===== config.mk =====
export PLATFORM = sky130hd
export DESIGN_NAME = sramScheduler
export DESIGN_NICKNAME = d
export VERILOG_FILES = /design/src/design/sramPkg.sv /design/src/design/sramScheduler.sv
export SDC_FILE = /design/constraint.sdc
export NUM_CORES = 1
export LEC_CHECK = 0
export BUFFER_PORTS_ARGS = -buffer_cell sky130_fd_sc_hd__clkbuf_2
export CORE_ASPECT_RATIO = 0.8
export CORE_UTILIZATION = 35
export DETAILED_ROUTE_END_ITERATION = 7
export PLACE_DENSITY = 0.72
export SLEW_MARGIN = 20
export SYNTH_ARGS = -nofsm -noshare
export SYNTH_HDL_FRONTEND = slang
export SYNTH_SLANG_ARGS = --single-unit

===== constraint.sdc =====
create_clock -name SRAM_CLK -period 2.2 [get_ports SRAM_CLK]
set_input_delay 0.44 -clock SRAM_CLK [delete_from_list [all_inputs] [get_ports SRAM_CLK]]
set_output_delay 0.44 -clock SRAM_CLK [all_outputs]
set_load 0.01 [all_outputs]

===== src/design/sramPkg.sv =====
`default_nettype none

package sramPkg;

	// Port and bus sizing
	localparam int numPorts = 4; // Requesters on the board side
	localparam int portIdxW = 2; // Enough bits to name one port
	localparam int addrW = 20; // SRAM address lines
	localparam int dataW = 16; // SRAM data lines

	// Request FIFO sizing
	localparam int fifoPtrW = 3; // Index bits into the FIFO storage
	localparam int fifoDepth = 8; // Entries per port, must equal 2**fifoPtrW

	// One queued request, as it sits in a port FIFO
	typedef struct packed {
		logic isWrite; // High for a write, low for a read
		logic [addrW-1:0] addr; // Target word
		logic [dataW-1:0] wdata; // Write payload, unused on reads
	} memReq_t;

	// Registered outputs toward the SRAM chip
	// Chip enable and byte lanes are tied low on the board
	typedef struct packed {
		logic [addrW-1:0] addr; // Address bus
		logic oeN; // Output enable, active low
		logic weN; // Write enable, active low
		logic [dataW-1:0] dqOut; // Data driven onto the bus during a write
	} sramPins_t;

endpackage

`default_nettype wire


===== src/design/sramScheduler.sv =====
`timescale 1ns/1ps
`default_nettype none

// Serves the port FIFOs in round-robin order, one request per cycle
// Drives the SRAM pins from registers and hands read data back per port
module sramScheduler (
	input logic SRAM_CLK,
	input logic arstN,
	input sramPkg::memReq_t fifoReq [sramPkg::numPorts], // Head of each FIFO
	input logic [sramPkg::numPorts-1:0] fifoEmpty,
	output logic [sramPkg::numPorts-1:0] fifoPop, // One-hot, removes the head
	output sramPkg::sramPins_t pins, // Registered SRAM outputs
	output logic dqOe, // High while a write drives the data bus
	input logic [sramPkg::dataW-1:0] dqIn, // Data bus as seen at the pad
	output logic [sramPkg::dataW-1:0] rdData [sramPkg::numPorts],
	output logic [sramPkg::numPorts-1:0] rdReady // One-cycle pulse per read
);

	logic [sramPkg::portIdxW-1:0] rrPtr; // Last port served
	logic [sramPkg::portIdxW-1:0] selPort; // Port chosen this cycle
	logic selValid; // Something to issue this cycle
	sramPkg::memReq_t selReq; // Request at the chosen head

	// Issue stage registers, feed the pins
	logic [sramPkg::addrW-1:0] addrQ;
	logic [sramPkg::dataW-1:0] dqOutQ;
	logic oeNQ;
	logic weNQ;

	// Capture stage for the read issued last cycle
	logic capValid; // A read is on the bus this cycle
	logic [sramPkg::portIdxW-1:0] capPort; // Owner of that read

	// Round-robin search
	// Walks forward from the port after rrPtr and wraps back to rrPtr itself
	// so a lone busy port is still served every cycle
	always_comb begin
		logic [sramPkg::portIdxW-1:0] cand;
		cand = rrPtr;
		selValid = 1'b0;
		selPort = rrPtr;
		for (int k = 0; k < sramPkg::numPorts; k++) begin
			cand = cand + 1'b1; // Wraps at numPorts
			if (!selValid && !fifoEmpty[cand]) begin
				selValid = 1'b1; // First non-empty one wins
				selPort = cand;
			end
		end
	end

	assign selReq = fifoReq[selPort];

	// Pop the chosen FIFO in the same cycle it is selected
	always_comb begin
		fifoPop = '0;
		if (selValid) begin
			fifoPop[selPort] = 1'b1;
		end
	end

	// Issue control and capture bookkeeping
	always_ff @(posedge SRAM_CLK or negedge arstN) begin
		if (!arstN) begin
			rrPtr <= '0;
			oeNQ <= 1'b1; // Bus idle after reset
			weNQ <= 1'b1;
			dqOe <= 1'b0;
			capValid <= 1'b0;
			capPort <= '0;
			rdReady <= '0;
		end else begin
			if (selValid) begin
				rrPtr <= selPort; // Next search starts after this one
			end
			oeNQ <= ~(selValid & ~selReq.isWrite); // Low for one cycle per read
			weNQ <= ~(selValid & selReq.isWrite); // Low for one cycle per write
			dqOe <= selValid & selReq.isWrite; // Drive the bus only during a write
			capValid <= selValid & ~selReq.isWrite; // Read result due next edge
			capPort <= selPort;
			rdReady <= '0; // Pulses last exactly one cycle
			if (capValid) begin
				rdReady[capPort] <= 1'b1;
			end
		end
	end

	// Address and write data follow the selection
	// Their value while the strobes are high is all that matters
	always_ff @(posedge SRAM_CLK) begin
		addrQ <= selReq.addr;
		dqOutQ <= selReq.wdata;
	end

	// Read data capture, one edge after OE went low
	always_ff @(posedge SRAM_CLK) begin
		if (capValid) begin
			rdData[capPort] <= dqIn; // Other ports keep their last value
		end
	end

	// Pack the pin registers for the top level
	assign pins.addr = addrQ;
	assign pins.oeN = oeNQ;
	assign pins.weN = weNQ;
	assign pins.dqOut = dqOutQ;

endmodule

`default_nettype wire


---- Word-level counts from Yosys, hierarchy flattened ----
Index checks and enable logic that the tools add are counted.
storage, ports and cells
  bits in registers ....................... 112
  input port bits ......................... 170
  logic and storage cells ................. 74
operators by class
  add/sub/neg operators ................... 4
  $lt $le $gt $ge ......................... 11
  muxes and demuxes ....................... 28
  bitwise operators ....................... 7
  reductions and logical operators ........ 11
operators with widths
  cell                                                                                  number
  37-bit binary-select mux with 2-bit select                                            1
  37-bit 2-to-1 mux                                                                     2
  64-bit bitwise mux                                                                    1
  16-bit demux with 2-bit select                                                        1
  2-bit by 3-bit < comparator with 1-bit output (second input constant)                 6
  16-bit 2-to-1 mux                                                                     1
  1-bit 2-to-1 mux                                                                      10
  2-bit by 1-bit adder with 2-bit output (second input constant)                        4
  1-bit binary-select mux with 2-bit select                                             4
  2-bit 2-to-1 mux                                                                      4
  4-bit 2-to-1 mux                                                                      2
  3-bit greater-or-equal comparator (second input constant)                             2
  1-bit logical AND                                                                     6
  2-bit NOT with 3-bit output                                                           2
  1-bit logical NOT                                                                     5
  1-bit demux with 2-bit select                                                         2
  2-bit by 1-bit greater-or-equal comparator with 1-bit output (second input constant)  2
  3-bit by 1-bit < comparator with 1-bit output (second input constant)                 1
  1-bit NOT                                                                             3
  1-bit AND                                                                             2

---- Logic depth before layout (Yosys ltp) ----
Gate-level depths: netlist of the first run.
  depth after elaboration ................. 20
  gate-level depth with buffers ........... 6

---- Least setup slack after synthesis of the first run ----
Ideal clock, no wire load.
  path kind ............................... flip-flop to flip-flop
  start point ............................. reg, netlist name capPort[0]
  end point ............................... reg rdData[48] (netlist name) (enable)
  setup time .............................. 0.415 ns
  arrival time ............................ 1.685 ns
  setup slack ............................. 0.100 ns
  cell stages (with the launch flop) ...... 2
  period minus slack after synthesis ...... 2.100 ns
  cells stage by stage .................... dfrtp_1 > nor3b_1
RTL lines
  what                             line                 text
  to (signal, indexed assignment)  sramScheduler.sv:97  rdData[capPort] <= dqIn;
  to (decl)                        sramScheduler.sv:15  output logic [sramPkg::dataW-1:0] rdData [sramPkg::numPorts],

---- Worst setup path after layout of the first run ----
  start point ............................. reg rrPtr[1] (netlist name)
  end point ............................... out fifoPop[3] (netlist name)
on the way
  cells in the longest elaborated chain, start to end .. 18
ends and longest elaborated chain
  what                                                                                                    line                 text
  from (decl)                                                                                             sramScheduler.sv:19  logic [sramPkg::portIdxW-1:0] rrPtr;
  from (signal assigned)                                                                                  sramScheduler.sv:73  rrPtr <= selPort;
  parallel branches: the longest is 17 deep, another holds 2-bit by 3-bit < comparator with 1-bit output  n/a
  4-bit 2-to-1 mux *                                                                                      sramScheduler.sv:56  if (selValid) begin
  to (decl)                                                                                               sramScheduler.sv:11  output logic [sramPkg::numPorts-1:0] fifoPop,
Every way passes the cells marked *. The select of a mux whose other input is x is not followed.

==> flow_metrics.env, run 1 <==
export IMPL_status="completed"
export IMPL_antenna_cells=0
export IMPL_yosys_warnings=0
export IMPL_finClkSkew_ns=0.00477
export IMPL_cts_inserted_buffers=9
export IMPL_top_level_ports=281
export IMPL_reg2reg_depth=6
export IMPL_drive_above_1_share=0.720
export IMPL_yosys_top_cells_count="64 x edfxtp_1, 36 x dfxtp_1, 36 x mux4_2"
export IMPL_grt_pass1_wl_um=16100
export IMPL_htreeDepth=3
export IMPL_power_density_nw_per_um2=1290
export IMPL_ir_drop_mv=0.645
export IMPL_die_width_um=124
export IMPL_crit_required_ns=1.76
export IMPL_hold_depth=1
export IMPL_synth_edf_count=64
export IMPL_wl_per_cell_um=17.7
export IMPL_p_comb_frac=0.383
export IMPL_pre_cts_ws_ns=0.108
export IMPL_cp_max_fo=7
export IMPL_synthesis_area_um2=4140
export IMPL_clk_path_buf_depth=2
export IMPL_ff2ff_setup_slack_ns=0.08
export IMPL_grt_ovfl_total=0
export IMPL_syn_nets=368
export IMPL_fin_crit_sh=0.977
export IMPL_fillers=999
export IMPL_switching_share=0.321
export IMPL_ys_seq_area_frac=0.711
export IMPL_setup_slack_ns=0.0495
export IMPL_p_sw_mw=2.51
export IMPL_fmaxAchievable_mhz=465
export IMPL_cp_arrival_ns=1.71
export IMPL_first_global_vias=2966
export IMPL_area_growth_pct=46.6
export IMPL_setup_viol=0
export IMPL_power_leakage_nw=2.78
export IMPL_min_to="rdData[40]$_DFFE_PP_"
export IMPL_power_share_sequential=0.418
export IMPL_viasPerCell=4.61
export IMPL_cts_tree="built"
export IMPL_cts_sinks=112
export IMPL_die_h_um=99.3
export IMPL_tightestPinTransition_ns=0.384
export IMPL_slew_headroom=0.744
export IMPL_critPathLaunchType="register"
export IMPL_synth_area_leaders="edfxtp_1 46%, mux4_2 20%, dfxtp_1 17%, dfrtp_1 6.0%, buf_6 1.4%"
export IMPL_dieArea_um2=12300
export IMPL_dr_total_vias=2976
export IMPL_ys_ff_latch=112
export IMPL_synth_flop_cell="edfxtp_1"
export IMPL_nets=662
export IMPL_dp_hpwl_um=9110
export IMPL_initial_utilization=0.360
export IMPL_syn_inst=198
export IMPL_drtPass1Iterations=4
export IMPL_utilization=0.527
export IMPL_routed_wl_um=11400
export IMPL_slew_violations=0
export IMPL_core_area_um2=11500
export IMPL_r2r_end="addrQ[9]$_DFF_P_"
export IMPL_r2r_start="rrPtr[1]$_DFFE_PN0P_"
export IMPL_whs_ns=0.314
export IMPL_post_route_min_period_ns=2.15
export IMPL_cts_clk_slew_worst_paths_ns=0.07
export IMPL_yosysTopAreaCell="edfxtp_1"
export IMPL_pwr_share_clk=0.198
export IMPL_yosysMostFrequentCell="edfxtp_1"
export IMPL_clk_latency_ns=0.34
export IMPL_synth_top_area_share=0.464
export IMPL_antenna_left=0
export IMPL_antenna_found_initial=1
export IMPL_netlist_cell_type_count=30
export IMPL_max_cap_viol_count=0
export IMPL_syn_area_per_cell_um2=20.9
export IMPL_globalplace_congestion=0.827
export IMPL_cp_end_kind="output port"
export IMPL_rsz0062_at_grt="yes"
export IMPL_hp_class="in2reg"
export IMPL_placementRows=35
export IMPL_critPathKind="reg2out"
export IMPL_root_buffer="clkbuf_16"
export IMPL_power_internal_mw=5.32
export IMPL_async_reset_ff_frac=0.107
export IMPL_drt_iter0_drc=133
export IMPL_grt_total_usage=0.183
export IMPL_drc_errors=0
export IMPL_grt_max_degree=38
export IMPL_hold_start="dqIn[8]"
export IMPL_port_buffers=280
export IMPL_hold_viol=0
-- cells in the final DEF, fill, tap and decap left out, types with 3 or more instances in the layout --
master / synthesis / final
clkbuf_2: 0 / 278
buf_4: 2 / 9
clkinv_4: 0 / 3
dfrtp_1: 10 / 8
nor2b_1: 3 / 3
o21ai_0: 3 / 3
clkbuf_16: 0 / 9
inv_8: 0 / 3
edfxtp_1: 64 / 64
mux4_2: 36 / 36
nor2_1: 6 / 5
dfxtp_1: 36 / 36
nand2_1: 4 / 3
-- power by group through the flow --
stage                     clock [mW]  combinational, mW  sequential [mW]
final                           1.55               3.00             3.28
after global routing            1.68               3.23             3.34
after CTS                       1.60               3.00             3.28
after detailed placement           0               2.95             3.33
after global placement             0               2.87             3.30
after floorplan                    0               1.55             3.60
-- cell families after synthesis --
group,Yosys count,synth area share
buf+inv,14,0.0293
compound gates,11,0.0281
mux,37,0.199
simple gates,24,0.0323
flops,112,0.711
-- flip-flops by register name, indices dropped and copies added, names as in the netlist --
| name | cells |
|---|---|
| oeNQ | 1 |
| dqOutQ | 16 |
| capValid | 1 |
| addrQ | 20 |
| rdReady | 4 |
| rrPtr | 2 |
| dqOe | 1 |
| rdData | 64 |
| weNQ | 1 |
| capPort | 2 |
-- worst max-delay path by stage --
| stage | from | endpoint | slack, ns |
|---|---|---|---|
| after floorplan | capPort[0]$_DFF_PN0_ | rdData[48]$_DFFE_PP_ | 0.1 |
| after global placement | fifoEmpty[2] | addrQ[10]$_DFF_P_ | 0.19 |
| after detailed placement | fifoEmpty[2] | addrQ[9]$_DFF_P_ | 0.11 |
| after CTS | rrPtr[1]$_DFFE_PN0P_ | fifoPop[0] | 0.0009 |
| after global routing | rrPtr[1]$_DFFE_PN0P_ | fifoPop[0] | -0.05 |
| final | rrPtr[1]$_DFFE_PN0P_ | fifoPop[3] | 0.05 |
-- routing by layer --
layer  GRT usage  share of wire  vias to the layer above
met4      0.0630          0.017                        2
met2       0.311           0.50                      172
li1            -              -                     1380
met1       0.214           0.39                     1406
met5           0         0.0011                        -
met3      0.0636          0.093                       16
-- area by class of cell --
cell class | instances | area, um^2 | area share
clock inverters | 6 | 60.1 | 0.00989
well taps | 148 | 185 | 0.0305
flip-flops and latches | 112 | 2950 | 0.485
inverters | 4 | 15.0 | 0.00247
repair buffers | 293 | 1540 | 0.253
multi-input cells | 72 | 1100 | 0.181
clock buffers | 10 | 229 | 0.0377
-- stage by stage --
stage               instances  cell area (um^2)  power, mW  TNS, ns
floorplan                 198              4140       5.15        0
global placement          624              5720       6.17        0
detailed placement        624              5720       6.28        0
CTS                       644              6040       7.89        0
global route              645              6070       8.25   -0.153
finish                    645              6070       7.83        0
-- critical path, cell delays in order (launching register included) --
cell	delay [ns]
dfrtp_2	0.45
nor3b_4	0.17
o41ai_4	0.39
inv_2	0.11
nand2_2	0.08
nor2_1	0.04
clkbuf_2	0.13
-- repair_timing --
action	4_1_cts	5_1_grt
setup buffers	3	2
hold buffers	1	0
resized for setup	2	9
endpoints found under the setup margin	4	4
hold endpoints to repair	10	0
pin swaps	3	3
No activity file was read; power rests on OpenSTA's default activity.
==> run 2, diff against run 1 <==
--- a/config.mk
+++ b/config.mk
@@ -8,6 +8,7 @@
 export BUFFER_PORTS_ARGS = -buffer_cell sky130_fd_sc_hd__clkbuf_2
 export CORE_ASPECT_RATIO = 0.8
 export CORE_UTILIZATION = 35
+export CTS_BUF_LIST = sky130_fd_sc_hd__clkbuf_4 sky130_fd_sc_hd__clkbuf_8
 export DETAILED_ROUTE_END_ITERATION = 7
 export PLACE_DENSITY = 0.72
 export SLEW_MARGIN = 20
==> run 2 against run 1 <==
Net effect:
- clock skew grew 0.0022 ns
- core utilization down 0.52 points
- critical endpoint is now addrQ[9]$_DFF_P_
- critical path type is now reg2reg
- total power decreased by 3.9%
- critical path depth unchanged
- non-clock buffer count rose by 3
- via count rose by 0.94%
- flip-flop and latch count unchanged
- sequential share of layout area rose by 0.48 points
- final cell count up 0.47%
==> flow_metrics.env, run 2 (synthesized netlist as in run 1, its figures left out) <==
export IMPL_setup_tns_ns=0
export IMPL_cp_max_fo=36
export IMPL_ff2ff_setup_slack_ns=0.03
export IMPL_placementRows=35
export IMPL_drc_errors=0
export IMPL_tightestPinTransition_ns=0.367
export IMPL_globalplace_congestion=0.827
export IMPL_slew_headroom=0.756
export IMPL_dieArea_um2=12300
export IMPL_switching_share=0.333
export IMPL_wl_per_cell_um=17.7
export IMPL_grt_max_degree=38
export IMPL_die_h_um=99.3
export IMPL_p_sw_mw=2.51
export IMPL_nets=665
export IMPL_largest_reg_flops=64
export IMPL_drt_iter0_drc=138
export IMPL_clk_path_buf_depth=2
export IMPL_top_level_ports=281
export IMPL_cp_arrival_ns=2.41
export IMPL_critPathLaunchType="register"
export IMPL_antenna_left=0
export IMPL_cts_clk_slew_worst_paths_ns=0.11
export IMPL_fillers=998
export IMPL_first_global_vias=3009
export IMPL_core_area_um2=11500
export IMPL_whs_ns=0.278
export IMPL_power_density_nw_per_um2=1250
export IMPL_power_leakage_nw=2.76
export IMPL_cts_inserted_buffers=9
export IMPL_fmaxAchievable_mhz=462
export IMPL_root_buffer="clkbuf_8"
export IMPL_crit_required_ns=2.44
export IMPL_hold_viol=0
export IMPL_initial_utilization=0.360
export IMPL_port_buffers=280
export IMPL_final_cell_mix="277 x clkbuf_2, 64 x edfxtp_1, 36 x mux4_2, 36 x dfxtp_1, 11 x buf_4"
export IMPL_max_cap_viol_count=0
export IMPL_slew_violations=0
export IMPL_drtPass1Iterations=4
export IMPL_finClkSkew_ns=0.00694
export IMPL_cts_sinks=112
export IMPL_ir_drop_mv=0.669
export IMPL_setup_viol=0
export IMPL_pwr_share_clk=0.156
export IMPL_die_width_um=124
export IMPL_final_cells=648
export IMPL_post_route_min_period_ns=2.17
export IMPL_regMostFlops="rdData"
export IMPL_p_comb_frac=0.408
export IMPL_antenna_found_initial=1
export IMPL_grt_pass1_wl_um=16300
export IMPL_grt_total_usage=0.186
export IMPL_cts_tree="built"
export IMPL_status="completed"
export IMPL_dp_hpwl_um=9110
export IMPL_drive_above_1_share=0.728
export IMPL_post_place_cells=624
export IMPL_grt_ovfl_total=0
export IMPL_power_share_sequential=0.435
export IMPL_final_common_cell="clkbuf_2"
export IMPL_routed_wl_um=11500
export IMPL_antenna_cells=0
export IMPL_area_growth_pct=45.2
export IMPL_cp_end_kind="register"
export IMPL_power_internal_mw=5.02
export IMPL_fin_crit_sh=0.984
export IMPL_rsz0062_at_grt="yes"
export IMPL_htreeDepth=3
export IMPL_dr_total_vias=3004
export IMPL_largestRegisters="rdData (64), addrQ (20), dqOutQ (16)"
export IMPL_clk_latency_ns=0.37
export IMPL_critPathKind="reg2reg"
export IMPL_viasPerCell=4.64
export IMPL_hp_class="in2reg"
[run 2: timing repair]
item,CTS,global route
hold endpoints to repair,10,0
buffers inserted,4,4
hold buffers,1,0
gates resized for setup,4,14
pin swaps,4,4
setup endpoints to repair,4,4
[run 2: per-stage QoR]
step / total power, mW / utilization / area, um^2 / setup slack [ns]
finish: 7.53 / 0.522 / 6010 / 0.0348
global placement: 6.17 / 0.496 / 5720 / 0.186
global route: 7.93 / 0.522 / 6010 / -0.0411
detailed placement: 6.28 / 0.496 / 5720 / 0.108
floorplan: 5.15 / - / 4140 / 0.0998
CTS: 7.52 / 0.517 / 5950 / 0.0216
[run 2: path summary, 6_finish.rpt]
path,startpoint,end,cells past startpoint
worst max-delay path,rrPtr[1]$_DFFE_PN0P_,addrQ[9]$_DFF_P_,6
worst min-delay path,dqIn[8],rdData[8]$_DFFE_PP_,1
worst max register to register,rrPtr[1]$_DFFE_PN0P_,addrQ[9]$_DFF_P_,6
worst min register to register,capPort[1]$_DFF_PN0_,rdReady[1]$_DFF_PN0_,2
max in group asynchronous,arstN,oeNQ$_DFF_PN1_,2
min in group asynchronous,arstN,rdReady[0]$_DFF_PN0_,2
[run 2: final cells by class]
type                    count  area [um^2]  share of cell area
clock buffers              10          131              0.0218
clock inverters             6         60.1             0.00999
inverters                   4         17.5             0.00291
multi-input cells          72         1110               0.184
flip-flops and latches    112         2950               0.490
well taps                 148          185              0.0308
repair buffers            296         1560               0.260
[run 2: power by group through the flow]
stage	clock network, mW	registers (mW)	logic, mW
2_1_floorplan	0	3.60	1.55
3_3_place_gp	0	3.30	2.87
3_5_place_dp	0	3.33	2.95
4_1_cts	1.21	3.28	3.03
5_1_grt	1.30	3.34	3.29
6_report	1.18	3.28	3.07
[run 2: critical path, stage by stage (launching register included)]
cell     delay (ns)
dfrtp_2        0.47
nor2b_4        0.14
o21a_1         0.23
nor2_4         0.22
buf_6          0.14
buf_16         0.24
mux4_2         0.56
[run 2: layer usage]
| layer | up-vias | share of wire | routed length, um | global-route usage |
|---|---|---|---|---|
| met2 | 166 | 0.50 | 5720 | 0.314 |
| li1 | 1386 | - | - | - |
| met1 | 1429 | 0.39 | 4440 | 0.213 |
| met3 | 21 | 0.094 | 1080 | 0.0728 |
| met5 | - | 0.0013 | 15 | 0 |
| met4 | 2 | 0.019 | 219 | 0.0658 |
==> run 3, diff against run 2 <==
--- a/config.mk
+++ b/config.mk
@@ -5,12 +5,15 @@
 export SDC_FILE = /design/constraint.sdc
 export NUM_CORES = 1
 export LEC_CHECK = 0
-export BUFFER_PORTS_ARGS = -buffer_cell sky130_fd_sc_hd__clkbuf_2
+export ABC_CLOCK_PERIOD_IN_PS = 2200
+export CELL_PAD_IN_SITES_DETAIL_PLACEMENT = 0
+export CELL_PAD_IN_SITES_GLOBAL_PLACEMENT = 1
 export CORE_ASPECT_RATIO = 0.8
 export CORE_UTILIZATION = 35
 export CTS_BUF_LIST = sky130_fd_sc_hd__clkbuf_4 sky130_fd_sc_hd__clkbuf_8
 export DETAILED_ROUTE_END_ITERATION = 7
-export PLACE_DENSITY = 0.72
+export DONT_BUFFER_PORTS = 1
+export PLACE_DENSITY_LB_ADDON = 0.1
 export SLEW_MARGIN = 20
 export SYNTH_ARGS = -nofsm -noshare
 export SYNTH_HDL_FRONTEND = slang
==> run 3 against run 2 <==
Net effect:
- largest cell class unchanged
- flip-flop and latch count stayed put
- final cell count down 43%
- design area fell by 23%
- sequential share of layout area rose by 14 points
- first-iteration DRC count is 30% lower
- register-to-register slack better by 0.05 ns
- setup slack got worse by 0.026 ns
- die area unchanged
==> flow_metrics.env, run 3 (synthesized netlist as in run 1, its figures left out) <==
export IMPL_status="completed"
export IMPL_tightestPinTransition_ns=0.532
export IMPL_nets=388
export IMPL_whs_ns=0.151
export IMPL_viasPerCell=5.33
export IMPL_final_cell_mix="64 x edfxtp_1, 36 x mux4_2, 36 x dfxtp_1, 15 x buf_4, 9 x clkbuf_8"
export IMPL_drive_above_1_share=0.395
export IMPL_critPathLaunchType="register"
export IMPL_cp_slowest_cell="dfrtp_2"
export IMPL_critical_path_max_stage_delay_ns=0.49
export IMPL_cp_max_fo=7
export IMPL_die_width_um=124
export IMPL_core_area_um2=11500
export IMPL_die_h_um=99.3
export IMPL_routed_wl_um=9470
export IMPL_regMostFlops="rdData"
export IMPL_top_layer_used="met4"
export IMPL_grt_total_usage=0.146
export IMPL_hold_viol=0
export IMPL_cp_arrival_ns=1.75
export IMPL_port_buffers=0
export IMPL_largestRegisters="rdData (64), addrQ (20), dqOutQ (16)"
export IMPL_drc_errors=0
export IMPL_fmaxAchievable_mhz=456
export IMPL_dr_wl_met2_um=4790
export IMPL_dr_total_vias=1978
export IMPL_wl_per_cell_um=25.5
export IMPL_top_level_ports=281
export IMPL_post_route_min_period_ns=2.19
export IMPL_slew_violations=0
export IMPL_setup_slack_ns=0.00870
export IMPL_ir_drop_mv=0.749
export IMPL_slew_headroom=0.644
export IMPL_antenna_found_initial=0
export IMPL_met1Wirelength_um=3500
export IMPL_path_cells="nor2b_4 -> o41ai_4 -> nand2_2 -> nor2_2 -> buf_4"
export IMPL_final_cells=371
export IMPL_max_cap_viol_count=0
export IMPL_critPathKind="reg2out"
export IMPL_post_place_cells=344
export IMPL_fillers=1014
export IMPL_rsz0062_at_grt="yes"
export IMPL_power_leakage_nw=1.61
export IMPL_hp_class="in2reg"
export IMPL_largest_reg_flops=64
export IMPL_clk_path_buf_depth=2
export IMPL_area_growth_pct=12.4
export IMPL_grt_max_degree=38
export IMPL_power_density_nw_per_um2=1480
export IMPL_drt_iter0_drc=97
export IMPL_fin_crit_sh=0.996
export IMPL_cp_end_kind="output port"
export IMPL_cts_tree="built"
export IMPL_placementRows=35
export IMPL_globalplace_congestion=0.721
export IMPL_wl_met3_um=989
export IMPL_first_global_vias=2101
export IMPL_cts_inserted_buffers=9
export IMPL_root_buffer="clkbuf_8"
export IMPL_dp_hpwl_um=7270
export IMPL_dieArea_um2=12300
export IMPL_final_common_cell="edfxtp_1"
export IMPL_pre_cts_ws_ns=0.194
export IMPL_finClkSkew_ns=0.0165
export IMPL_grt_pass1_wl_um=12700
export IMPL_cts_sinks=112
export IMPL_setup_viol=0
export IMPL_initial_utilization=0.360
export IMPL_drtPass1Iterations=4
export IMPL_cp_num_buf_inv=1
export IMPL_grt_ovfl_total=0
export IMPL_crit_required_ns=1.76
export IMPL_htreeDepth=3
export IMPL_cts_clk_slew_worst_paths_ns=0.11
export IMPL_antenna_left=0
export IMPL_crit_family="flip-flops"
export IMPL_clk_latency_ns=0.37
export IMPL_antenna_cells=0
## run 3: worst paths after layout
path | startpoint | endpoint | slack, ns | cells past startpoint
setup / recovery | rrPtr[1]$_DFFE_PN0P_ | fifoPop[0] | 0.009 | 5
hold / removal | dqIn[12] | rdData[44]$_DFFE_PP_ | 0.15 | 0
setup reg to reg | rrPtr[1]$_DFFE_PN0P_ | addrQ[0]$_DFF_P_ | 0.08 | 6
hold reg to reg | capPort[1]$_DFF_PN0_ | rdReady[1]$_DFF_PN0_ | 0.57 | 1
max in group asynchronous | arstN | rrPtr[1]$_DFFE_PN0P_ | 1.33 | 1
min in group asynchronous | arstN | dqOe$_DFF_PN0_ | 0.48 | 1
## run 3: cell type report
type | instances | area [um^2] | share of cell area
flip-flops and latches | 112 | 2950 | 0.633
multi-input cells | 72 | 1130 | 0.243
repair buffers | 19 | 186 | 0.0401
well taps | 148 | 185 | 0.0398
clock buffers | 9 | 124 | 0.0266
clock inverters | 7 | 66.3 | 0.0142
inverters | 4 | 15.0 | 0.00323
## run 3: per-stage QoR
stage          cell area, um^2  setup TNS, ns   util  total power, mW
2_1_floorplan             4140              0      -             5.15
3_5_place_dp              4300              0  0.373             5.50
6_report                  4650              0  0.404             6.89
5_1_grt                   4650         -0.143  0.404             7.23
4_1_cts                   4580              0  0.398             6.88
3_3_place_gp              4300              0  0.373             5.44
## run 3: metal layers
metal | vias to the layer above | track usage
met3 | 14 | 0.0608
li1 | 831 | -
met1 | 981 | 0.158
met4 | 0 | 0.0612
met2 | 152 | 0.251
met5 | - | 0
## run 3: report_power, final
part	switching (mW)	internal, mW	leakage, nW
logic	0.904	1.10	0.482
registers	0.684	3.04	1.03
clock network	0.713	0.442	0.0973
## run 3: what timing repair did
action,CTS,global route
endpoints found under the setup margin,4,4
pin swaps,4,2
buffers inserted,4,5
gates cloned,1,0
resized for setup,9,8
endpoints found under the hold margin,12,0
hold buffers,1,0
